File: config.mk
export PLATFORM = sky130hd
export DESIGN_NAME = ex_stage
export DESIGN_NICKNAME = d
export VERILOG_FILES = /design/src/source/ex_pkg.sv /design/src/source/rv_isa_pkg.sv /design/src/source/ex_op_if.sv /design/src/source/ex_alu.sv /design/src/source/ex_branch.sv /design/src/source/ex_decode.sv /design/src/source/ex_result_reg.sv /design/src/source/ex_stage.sv
export SDC_FILE = /design/constraint.sdc
export NUM_CORES = 1
export LEC_CHECK = 0
export ABC_AREA = 1
export BUFFER_PORTS_ARGS = -buffer_cell sky130_fd_sc_hd__buf_2
export CAP_MARGIN = 20
export CELL_PAD_IN_SITES_DETAIL_PLACEMENT = 0
export CELL_PAD_IN_SITES_GLOBAL_PLACEMENT = 1
export CORE_UTILIZATION = 36
export CTS_BUF_LIST = sky130_fd_sc_hd__clkbuf_16
export DETAILED_ROUTE_END_ITERATION = 8
export PLACE_DENSITY_LB_ADDON = 0.1
export SETUP_SLACK_MARGIN = 0.15
export SYNTH_ARGS = -nofsm -noshare
export SYNTH_HDL_FRONTEND = slang
export SYNTH_SLANG_ARGS = --single-unit
File: constraint.sdc
create_clock -name clk -period 4.2 [get_ports clk]
set_clock_uncertainty 0.15 [all_clocks]
set_input_delay 0.84 -clock clk [delete_from_list [all_inputs] [get_ports clk]]
set_output_delay 0.84 -clock clk [all_outputs]
set_load 0.02 [all_outputs]
File: src/source/ex_pkg.sv
package ex_pkg;

    typedef enum logic [3:0] {
        ALU_ADD,
        ALU_SUB,
        ALU_SLL,
        ALU_SLT,
        ALU_SLTU,
        ALU_XOR,
        ALU_SRL,
        ALU_SRA,
        ALU_OR,
        ALU_AND
    } alu_op_e;

    // what the memory and writeback stages do with the result
    typedef enum logic [2:0] {
        CLS_NONE,    // unknown opcode
        CLS_ALU,     // alu ops, lui, auipc
        CLS_LOAD,
        CLS_STORE,
        CLS_BRANCH,
        CLS_JUMP     // jal, jalr
    } inst_class_e;

endpackage

File: src/source/rv_isa_pkg.sv
package rv_isa_pkg;

    localparam int XLEN       = 32;
    localparam int REG_ADDR_W = 5;
    localparam int SHAMT_W    = 5;

    // instruction bit that turns add into sub and srl into sra
    localparam int ALT_BIT    = 30;

    typedef logic [XLEN-1:0]       word_t;
    typedef logic [REG_ADDR_W-1:0] reg_addr_t;
    typedef logic [31:0]           inst_t;
    typedef logic [2:0]            funct3_t;

    typedef enum logic [6:0] {
        OP_IMM = 7'b0010011,  // register-immediate alu
        OP     = 7'b0110011,  // register-register alu
        LOAD   = 7'b0000011,
        STORE  = 7'b0100011,
        BRANCH = 7'b1100011,
        JAL    = 7'b1101111,
        JALR   = 7'b1100111,
        LUI    = 7'b0110111,
        AUIPC  = 7'b0010111
    } opcode_e;

    typedef enum logic [2:0] {
        ADD_SUB = 3'b000,
        SLL     = 3'b001,
        SLT     = 3'b010,
        SLTU    = 3'b011,
        XOR     = 3'b100,
        SR      = 3'b101,  // srl or sra
        OR      = 3'b110,
        AND     = 3'b111
    } funct3_alu_e;

    // 010 and 011 are not used by branches
    typedef enum logic [2:0] {
        BEQ  = 3'b000,
        BNE  = 3'b001,
        BLT  = 3'b100,
        BGE  = 3'b101,
        BLTU = 3'b110,
        BGEU = 3'b111
    } funct3_br_e;

endpackage

File: src/source/ex_op_if.sv
interface ex_op_if import rv_isa_pkg::*; import ex_pkg::*; ();

    word_t       op_a;
    word_t       op_b;
    alu_op_e     alu_op;
    inst_class_e cls;
    funct3_br_e  br_funct;
    word_t       jump_base;
    word_t       jump_offset;
    word_t       store_data;

    modport decoder (
        output op_a, op_b, alu_op, cls, br_funct, jump_base, jump_offset, store_data
    );

    modport alu (
        input op_a, op_b, alu_op
    );

    modport branch (
        input op_a, op_b, cls, br_funct, jump_base, jump_offset
    );

    modport result (
        input cls, store_data
    );

endinterface

File: src/source/ex_alu.sv
module ex_alu import rv_isa_pkg::*; import ex_pkg::*; (
    ex_op_if.alu  ops,
    output word_t result_o
);

    logic [SHAMT_W-1:0] shamt;
    logic               lt_s;
    logic               lt_u;

    assign shamt = ops.op_b[SHAMT_W-1:0];
    assign lt_s  = $signed(ops.op_a) < $signed(ops.op_b);
    assign lt_u  = ops.op_a < ops.op_b;

    always_comb begin
        case (ops.alu_op)
            ALU_ADD: begin
                result_o = ops.op_a + ops.op_b;  // wraps on overflow
            end
            ALU_SUB: begin
                result_o = ops.op_a - ops.op_b;
            end
            ALU_SLL: begin
                result_o = ops.op_a << shamt;
            end
            ALU_SLT: begin
                result_o = word_t'(lt_s);
            end
            ALU_SLTU: begin
                result_o = word_t'(lt_u);
            end
            ALU_XOR: begin
                result_o = ops.op_a ^ ops.op_b;
            end
            ALU_SRL: begin
                result_o = ops.op_a >> shamt;
            end
            ALU_SRA: begin
                result_o = word_t'($signed(ops.op_a) >>> shamt);  // sign fill
            end
            ALU_OR: begin
                result_o = ops.op_a | ops.op_b;
            end
            ALU_AND: begin
                result_o = ops.op_a & ops.op_b;
            end
            default: begin
                result_o = '0;
            end
        endcase
    end

endmodule

File: src/source/ex_branch.sv
module ex_branch import rv_isa_pkg::*; import ex_pkg::*; (
    ex_op_if.branch ops,
    output logic    taken_o,
    output word_t   target_o
);

    logic  eq;
    logic  lt_s;
    logic  lt_u;
    logic  cond;
    word_t target_sum;

    assign eq         = ops.op_a == ops.op_b;
    assign lt_s       = $signed(ops.op_a) < $signed(ops.op_b);
    assign lt_u       = ops.op_a < ops.op_b;
    assign target_sum = ops.jump_base + ops.jump_offset;

    always_comb begin
        case (ops.br_funct)
            BEQ:     cond = eq;
            BNE:     cond = !eq;
            BLT:     cond = lt_s;
            BGE:     cond = !lt_s;
            BLTU:    cond = lt_u;
            BGEU:    cond = !lt_u;
            default: cond = 1'b0;  // reserved funct3
        endcase
    end

    always_comb begin
        taken_o  = 1'b0;
        target_o = '0;
        case (ops.cls)
            CLS_BRANCH: begin
                taken_o  = cond;
                target_o = target_sum;  // reported even when not taken
            end
            CLS_JUMP: begin
                taken_o  = 1'b1;
                target_o = target_sum;
            end
            default: ;
        endcase
    end

endmodule

File: src/source/ex_decode.sv
module ex_decode import rv_isa_pkg::*; import ex_pkg::*; (
    input  inst_t    inst_i,
    input  word_t    pc_i,
    input  word_t    rs1_data_i,
    input  word_t    rs2_data_i,
    ex_op_if.decoder ops
);

    opcode_e     opcode;
    funct3_alu_e funct3;
    logic        alt;
    word_t       imm_i;
    word_t       imm_s;
    word_t       imm_b;
    word_t       imm_j;
    word_t       imm_u;

    function automatic alu_op_e alu_op_of(funct3_alu_e f3, logic alt_sel);
        case (f3)
            ADD_SUB: return alt_sel ? ALU_SUB : ALU_ADD;
            SLL:     return ALU_SLL;
            SLT:     return ALU_SLT;
            SLTU:    return ALU_SLTU;
            XOR:     return ALU_XOR;
            SR:      return alt_sel ? ALU_SRA : ALU_SRL;
            OR:      return ALU_OR;
            AND:     return ALU_AND;
            default: return ALU_ADD;
        endcase
    endfunction

    assign opcode = opcode_e'(inst_i[6:0]);
    assign funct3 = funct3_alu_e'(inst_i[14:12]);
    assign alt    = inst_i[ALT_BIT];

    assign imm_i = {{20{inst_i[31]}}, inst_i[31:20]};
    assign imm_s = {{20{inst_i[31]}}, inst_i[31:25], inst_i[11:7]};
    assign imm_b = {{20{inst_i[31]}}, inst_i[7], inst_i[30:25], inst_i[11:8], 1'b0};
    assign imm_j = {{12{inst_i[31]}}, inst_i[19:12], inst_i[20], inst_i[30:21], 1'b0};
    assign imm_u = {inst_i[31:12], 12'b0};

    always_comb begin
        ops.op_a        = '0;
        ops.op_b        = '0;
        ops.alu_op      = ALU_ADD;
        ops.cls         = CLS_NONE;
        ops.br_funct    = BEQ;
        ops.jump_base   = '0;
        ops.jump_offset = '0;
        ops.store_data  = rs2_data_i;  // only used for stores
        case (opcode)
            OP_IMM: begin
                ops.cls    = CLS_ALU;
                ops.op_a   = rs1_data_i;
                ops.op_b   = imm_i;  // low 5 bits double as shamt
                ops.alu_op = alu_op_of(funct3, alt && (funct3 == SR));  // no subi
            end
            OP: begin
                ops.cls    = CLS_ALU;
                ops.op_a   = rs1_data_i;
                ops.op_b   = rs2_data_i;
                ops.alu_op = alu_op_of(funct3, alt);
            end
            LOAD: begin
                ops.cls  = CLS_LOAD;
                ops.op_a = rs1_data_i;
                ops.op_b = imm_i;
            end
            STORE: begin
                ops.cls  = CLS_STORE;
                ops.op_a = rs1_data_i;
                ops.op_b = imm_s;
            end
            BRANCH: begin
                ops.cls         = CLS_BRANCH;
                ops.op_a        = rs1_data_i;  // compared in the branch unit
                ops.op_b        = rs2_data_i;
                ops.br_funct    = funct3_br_e'(inst_i[14:12]);
                ops.jump_base   = pc_i;
                ops.jump_offset = imm_b;
            end
            JAL: begin
                ops.cls         = CLS_JUMP;
                ops.op_a        = pc_i;  // link address
                ops.op_b        = 32'd4;
                ops.jump_base   = pc_i;
                ops.jump_offset = imm_j;
            end
            JALR: begin
                ops.cls         = CLS_JUMP;
                ops.op_a        = pc_i;
                ops.op_b        = 32'd4;
                ops.jump_base   = rs1_data_i;
                ops.jump_offset = imm_i;
            end
            LUI: begin
                ops.cls  = CLS_ALU;
                ops.op_a = imm_u;
            end
            AUIPC: begin
                ops.cls  = CLS_ALU;
                ops.op_a = pc_i;
                ops.op_b = imm_u;
            end
            default: ;
        endcase
    end

endmodule

File: src/source/ex_result_reg.sv
module ex_result_reg import rv_isa_pkg::*; import ex_pkg::*; (
    input  logic      clk,
    input  logic      rst_i,
    ex_op_if.result   ops,
    input  word_t     alu_result_i,
    input  logic      taken_i,
    input  word_t     target_i,
    input  logic      reg_w_en_i,
    input  reg_addr_t reg_w_addr_i,
    input  funct3_t   funct3_i,
    output logic      reg_w_en_o,
    output reg_addr_t reg_w_addr_o,
    output word_t     reg_w_data_o,
    output logic      mem_r_en_o,
    output logic      mem_w_en_o,
    output word_t     mem_addr_o,
    output word_t     mem_w_data_o,
    output funct3_t   mem_funct3_o,
    output logic      jump_flag_o,
    output word_t     jump_addr_o
);

    logic  is_load;
    logic  is_store;
    word_t wb_data;

    assign is_load  = ops.cls == CLS_LOAD;
    assign is_store = ops.cls == CLS_STORE;

    always_comb begin
        case (ops.cls)
            CLS_ALU, CLS_JUMP: wb_data = alu_result_i;  // jumps write pc + 4
            default:           wb_data = '0;
        endcase
    end

    always_ff @(posedge clk) begin
        if (rst_i) begin
            reg_w_en_o   <= 1'b0;
            reg_w_addr_o <= '0;
            reg_w_data_o <= '0;
            mem_r_en_o   <= 1'b0;
            mem_w_en_o   <= 1'b0;
            mem_addr_o   <= '0;
            mem_w_data_o <= '0;
            mem_funct3_o <= '0;
            jump_flag_o  <= 1'b0;
            jump_addr_o  <= '0;
        end else begin
            reg_w_en_o   <= reg_w_en_i;
            reg_w_addr_o <= reg_w_addr_i;
            reg_w_data_o <= wb_data;
            mem_r_en_o   <= is_load;
            mem_w_en_o   <= is_store;
            mem_addr_o   <= (is_load || is_store) ? alu_result_i : '0;  // rs1 + imm
            mem_w_data_o <= is_store ? ops.store_data : '0;
            mem_funct3_o <= funct3_i;  // access size for the memory stage
            jump_flag_o  <= taken_i;
            jump_addr_o  <= target_i;
        end
    end

endmodule

File: src/source/ex_stage.sv
module ex_stage import rv_isa_pkg::*; (
    input  logic      clk,
    input  logic      rst_i,
    input  inst_t     inst_i,
    input  word_t     pc_i,
    input  word_t     rs1_data_i,
    input  word_t     rs2_data_i,
    input  logic      reg_w_en_i,
    input  reg_addr_t reg_w_addr_i,
    output logic      reg_w_en_o,
    output reg_addr_t reg_w_addr_o,
    output word_t     reg_w_data_o,
    output logic      mem_r_en_o,
    output logic      mem_w_en_o,
    output word_t     mem_addr_o,
    output word_t     mem_w_data_o,
    output funct3_t   mem_funct3_o,
    output logic      jump_flag_o,
    output word_t     jump_addr_o
);

    word_t alu_result;
    logic  br_taken;
    word_t br_target;

    ex_op_if ops ();

    ex_decode u_decode (
        .inst_i     (inst_i),
        .pc_i       (pc_i),
        .rs1_data_i (rs1_data_i),
        .rs2_data_i (rs2_data_i),
        .ops        (ops.decoder)
    );

    ex_alu u_alu (
        .ops      (ops.alu),
        .result_o (alu_result)
    );

    ex_branch u_branch (
        .ops      (ops.branch),
        .taken_o  (br_taken),
        .target_o (br_target)
    );

    // the only sequential part of the stage
    ex_result_reg u_result_reg (
        .clk          (clk),
        .rst_i        (rst_i),
        .ops          (ops.result),
        .alu_result_i (alu_result),
        .taken_i      (br_taken),
        .target_i     (br_target),
        .reg_w_en_i   (reg_w_en_i),
        .reg_w_addr_i (reg_w_addr_i),
        .funct3_i     (inst_i[14:12]),
        .reg_w_en_o   (reg_w_en_o),
        .reg_w_addr_o (reg_w_addr_o),
        .reg_w_data_o (reg_w_data_o),
        .mem_r_en_o   (mem_r_en_o),
        .mem_w_en_o   (mem_w_en_o),
        .mem_addr_o   (mem_addr_o),
        .mem_w_data_o (mem_w_data_o),
        .mem_funct3_o (mem_funct3_o),
        .jump_flag_o  (jump_flag_o),
        .jump_addr_o  (jump_addr_o)
    );

endmodule

### Word-level counts from Yosys, hierarchy flattened

Index checks and enable logic that the tools add are counted.
W data, S select, Z words.

* output and inout port bits: 140
* input port bits: 136
* word-level logic and storage cells: 98
* register bits after elaboration: 140

* shift-type cells: 3
* bitwise gates (word level): 7
* reduce and logical (&&, ||, !) cells: 21
* eq/ne operators: 36
* muxes and demuxes: 16
* add/sub/neg operators: 3
* $lt $le $gt $ge: 2

Operators by type and width (number)
* $pmux W32 S10: 1
* $pmux W32 S3: 2
* $pmux W32 S5: 1
* $add A32 B32 Y32: 2
* $lt A32 B32 Y1: 2
* $pmux W32 S2: 1
* $pmux W4 S8: 2
* $and A32 B32 Y32: 1
* $eq A32 B32 Y1: 1
* $or A32 B32 Y32: 1
* $shl A32 B5 Y32: 1
* $shr A32 B5 Y32: 1
* $sshr A32 B5 Y32: 1
* $sub A32 B32 Y32: 1
* $xor A32 B32 Y32: 1
* $eq A3 B3 Y1 const B: 10
* $eq A7 B6 Y1 const B: 3
* $eq A7 B7 Y1 const B: 3
* $reduce_or A2 Y1: 10
* $eq A4 B3 Y1 const B: 4
* $pmux W3 S5: 1
* $eq A7 B5 Y1 const B: 2
* $eq A3 B2 Y1 const B: 4
* $eq A3 B1 Y1 const B: 3
* other kinds (18): 29

### Logic depth before layout (Yosys ltp)

* depth in word-level cells: 7
* mapped depth: 29
* depth with buffers taken out: 27

### Cells and area by module

A second synthesis with hierarchy kept.

* cells, all modules: 3467
* area total of the unflattened synthesis: 19055.8 µm²

By module, submodules not included
* ex_alu: cells each 2063, seq. area each 0.0 µm², instances 1, area each 10037.1 µm²
* ex_result_reg: cells each 408, seq. area each 2802.7 µm², instances 1, area each 3938.8 µm²
* ex_branch: cells each 499, seq. area each 0.0 µm², instances 1, area each 2822.7 µm²
* ex_decode: cells each 497, seq. area each 0.0 µm², instances 1, area each 2257.2 µm²

### Worst setup path after synthesis

Ideal clock, no wire load.

* path kind: input-to-reg
* from: input inst_i[1]
* to: register u_result_reg.reg_w_data_o[22]
* stages: 23
* setup time: 0.128 ns
* required time: 3.922 ns
* slack: -0.163 ns
* arrival time: 4.085 ns
* buffers on the path: 2
* cells stage by stage: nand2_1 nor2_1 buf_6 nand2_1 buf_2 nor2_1 a21oi_1 inv_1 ha_1 fa_1 nand2_1 nand2_1 nand2_1 nand2_1 a21boi_0 o21bai_1 a21boi_0 o21ai_0 or2_2 nand2_1 nand2_1 nor2_1 nor2_1

* longest elaborated chain between the ends: 7
* elaborated cells between the ends (all ways): 43
* those cells by class: add/sub: 2; eq/ne: 20; shift: 3; mux: 5; bitwise: 4; reduce/logical: 9

Ends and longest elaborated chain
* start, declared: RTL line ex_stage.sv:4 `input inst_t inst_i,`
* parallel branches: the longest is 7 deep, another holds $sub A32 B32 Y32
* end signal, assigned: RTL line ex_result_reg.sv:52 `reg_w_data_o <= wb_data;`
* end, declared: RTL line ex_result_reg.sv:13 `output word_t reg_w_data_o,`

Several ways; the timed one is not identified.
A chain may end at the register's enable or synchronous reset.

### Worst setup path after layout

* from: input inst_i[2]
* to: register u_result_reg.reg_w_data_o[19]

Same word-level chain as after synthesis.

==> metrics.txt <==
minimum clock period=4.02 ns; overall power=4.46 mW; Comb pwr share=34.2%; dpl hpwl=81700 um; hold path depth=3; DR pass1 iterations=6; Final Core Density=56.7%; CTS hold repair buffers=0; Critical Path End=u_result_reg.reg_w_data_o[19]; fin. max-slew vios=0; Cell Area, Synth=16400 sq um; met2 Usage GRT=63.3%; final WL=99700 um; Max Root-Sink Buffers=2; critical path launch point=inst_i[2]; power per cell area=176 nW/um^2; Placer Congestion=1.03; final setup fails=0; crit path DAT=4.20 ns; CTS Root Cell=clkbuf_16; HP Class=in -> reg; WP data required=4.38 ns; area occupied by multi-input gates=13200 sq um; Die ar.=46500 sq um; share of cells above drive strength 1=35.2%; GR Overflow Total=0; port bufs=275; Reg power frac=29.9%; Final Hold Viols=0; dominant synthesized flop cell=dfxtp_1; Worst-Margin Slew=1.16 ns; RSZ-0062 raised after global routing=yes; Hold Slack=0.365 ns; Detailed Route Iter0 Violations=2831; most common cell in the netlist=nand2_1; ANT nets after route=0; drt drc=0; Sw Share=37.6%; Sequential Area=2800 sq um; DIE WIDTH=216 um; initial antenna violation count=6; cts bufs inserted=17; fin cells=4370; sequential fraction of the synthesis area=17.0%; area post-placement=22800 sq um; Synth Register Bits=140; num ports=276; Area Overhead vs Synth=53.8%; fmax=249 MHz; Yosys top cell by area=dfxtp_1; number of synthesized flops with an enable pin=0; per-cell routed wire length=22.8 um; Syn Inst Count=2905; clock sinks=140; Die Height=216 um; Starting Density=36.9%; post-route cell area=25300 sq um; Tcrit/Tclk final=95.7%; ys async rst share=0%; Post-synth top cells=704 x nand2_1, 405 x nand3_1, 346 x nor2_1, 340 x inv_1, 245 x a21oi_1; vias per cell=5.61; max cap viols=0; Setup CP Type=in -> reg; number of global-route vias before repair=22981; crit path max fanout=5; run status=complete, no violations; largest net degree at the start of global routing=73; Core Area=44600 sq um; DR vias=24504; all-layer global routing usage=41.3%; Lkg Pwr=14.0 nW; CTS tree=done; Int Pwr=2.78 mW; Yosys warnings=0; syn nets=3172; Max IR drop VDD=0.298 mV; Filler cells=4535; Cell Rows=77; Slew headroom=22.3%; first-pass GRT wire length=143000 um; most used routing layer=met2; H-Tree Depth=4; Clk network pwr share=35.8%; dpl cells=4287; crit path capture type=flop; Yosys top cell area share=17.0%; met1 Resource Use GR=53.4%; Yosys cell types=52; met3 GRT Util=8.01%; startpoint types=primary input; switching pwr=1.68 mW; ranking of synthesized cells by area=dfxtp_1 17%, nand2_1 16%, nand3_1 12%, ha_1 9.7%, nor2_1 7.9%; Avg Inst Size Synth=5.66 sq um; Post-layout nets=4029; clock slew at reported path FFs=0.10 ns
-- worst max-delay path: stages --
cell	delay [ns]
buf_6	0.10
inv_2	0.06
nand2_2	0.07
nor2_4	0.19
nand2_2	0.11
nand2_2	0.10
inv_2	0.06
nor2_4	0.16
buf_6	0.16
buf_4	0.12
nor3_1	0.05
ha_1	0.36
buf_4	0.16
nand2_4	0.07
buf_4	0.15
nor2_4	0.11
nand2_1	0.07
inv_2	0.09
nand3_1	0.09
o21ai_2	0.12
buf_4	0.15
nor3_1	0.05
nor2_1	0.14
o21ai_2	0.09
nor2_2	0.21
nand2_2	0.12
nor2_4	0.12
nor2_1	0.06
-- per-layer routing --
metal | routed length, um | part of all wire (%)
met5 | 28 | 0.028
met4 | 6790 | 6.8
met3 | 9940 | 10
met2 | 42800 | 43
met1 | 40200 | 40
-- layout make-up --
class	instances	area share (%)
Antenna cell	3	0.0297
Clock buffer	17	1.68
Clock inverter	15	0.604
Inverter	348	5.21
Multi-Input combinational cell	2303	52.1
Sequential cell	140	11.1
Tap cell	592	2.93
Timing Repair Buffer	952	26.3
-- sequential cells by signal (all words and copies together) (netlist names) --
name / cells
u_result_reg.mem_w_data_o: 32
u_result_reg.reg_w_data_o: 32
u_result_reg.reg_w_addr_o: 5
u_result_reg.jump_addr_o: 32
u_result_reg.reg_w_en_o: 1
u_result_reg.mem_w_en_o: 1
u_result_reg.mem_addr_o: 32
u_result_reg.mem_r_en_o: 1
u_result_reg.mem_funct3_o: 3
u_result_reg.jump_flag_o: 1
-- what timing repair did --
item / 4_1_cts / 5_1_grt
endpoints found under the setup margin: 54 / 79
gates resized for setup: 101 / 319
buffers inserted: 12 / 35
pin swaps: 11 / 98
cloned: 0 / 1
-- worst min-delay path by stage --
stage          slack, ns                           end             from
6_report            0.37  u_result_reg.reg_w_addr_o[2]  reg_w_addr_i[2]
5_1_grt             0.40  u_result_reg.reg_w_addr_o[3]  reg_w_addr_i[3]
3_3_place_gp        0.89  u_result_reg.reg_w_addr_o[1]  reg_w_addr_i[1]
3_5_place_dp        0.90       u_result_reg.reg_w_en_o       reg_w_en_i
4_1_cts             0.34  u_result_reg.reg_w_addr_o[2]  reg_w_addr_i[2]
2_1_floorplan       0.80  u_result_reg.reg_w_addr_o[0]  reg_w_addr_i[0]
-- layout by cell type (no fill, tap or decap), types with 21 or more instances in the layout --
cell,netlist,layout
inv_1,340,312
inv_2,5,30
a21oi_1,245,188
ha_1,128,106
dfxtp_1,140,140
buf_4,6,651
nor2_1,346,285
nand3_1,405,387
o21ai_0,192,151
nor2_2,5,49
nand4_1,33,33
nand2_2,9,42
o21ai_1,14,39
o211ai_1,24,24
a21oi_2,11,53
nand2_1,704,662
buf_6,7,21
buf_2,42,271
-- through the flow --
| step | worst slack, ns | setup TNS [ns] |
|---|---|---|
| after detailed placement | -0.957 | -40.09 |
| after global routing | 0.0414 | 0 |
| after global placement | -0.991 | -36.98 |
| after CTS | 0.111 | 0 |
| after floorplan | 0.150 | 0 |
| final | 0.180 | 0 |
-- kinds of logic (layout without fill, tap and decap cells) --
kind of cell               after synthesis  count (layout)  share of synthesized area (%)
and+or+nand+nor                       1577            1577                           40.9
AOI/OAI and AO/OA                      584             584                           20.1
buffers and inverters                  462            1332                           11.3
DFF                                    140             140                           17.0
adders and majority gates              131             131                           10.1
xor gates and xnor gates                11              11                          0.586
other                                    0               3                              0
-- power by group through the flow --
stage                     registers, mW  clock network (mW)  logic [mW]
after global routing               1.33                1.65        1.60
after global placement             1.36                   0        1.30
after floorplan                    1.37                   0       0.543
after CTS                          1.33                1.62        1.35
final                              1.33                1.60        1.53
after detailed placement           1.36                   0        1.30
No activity file was read; power rests on OpenSTA's default activity.
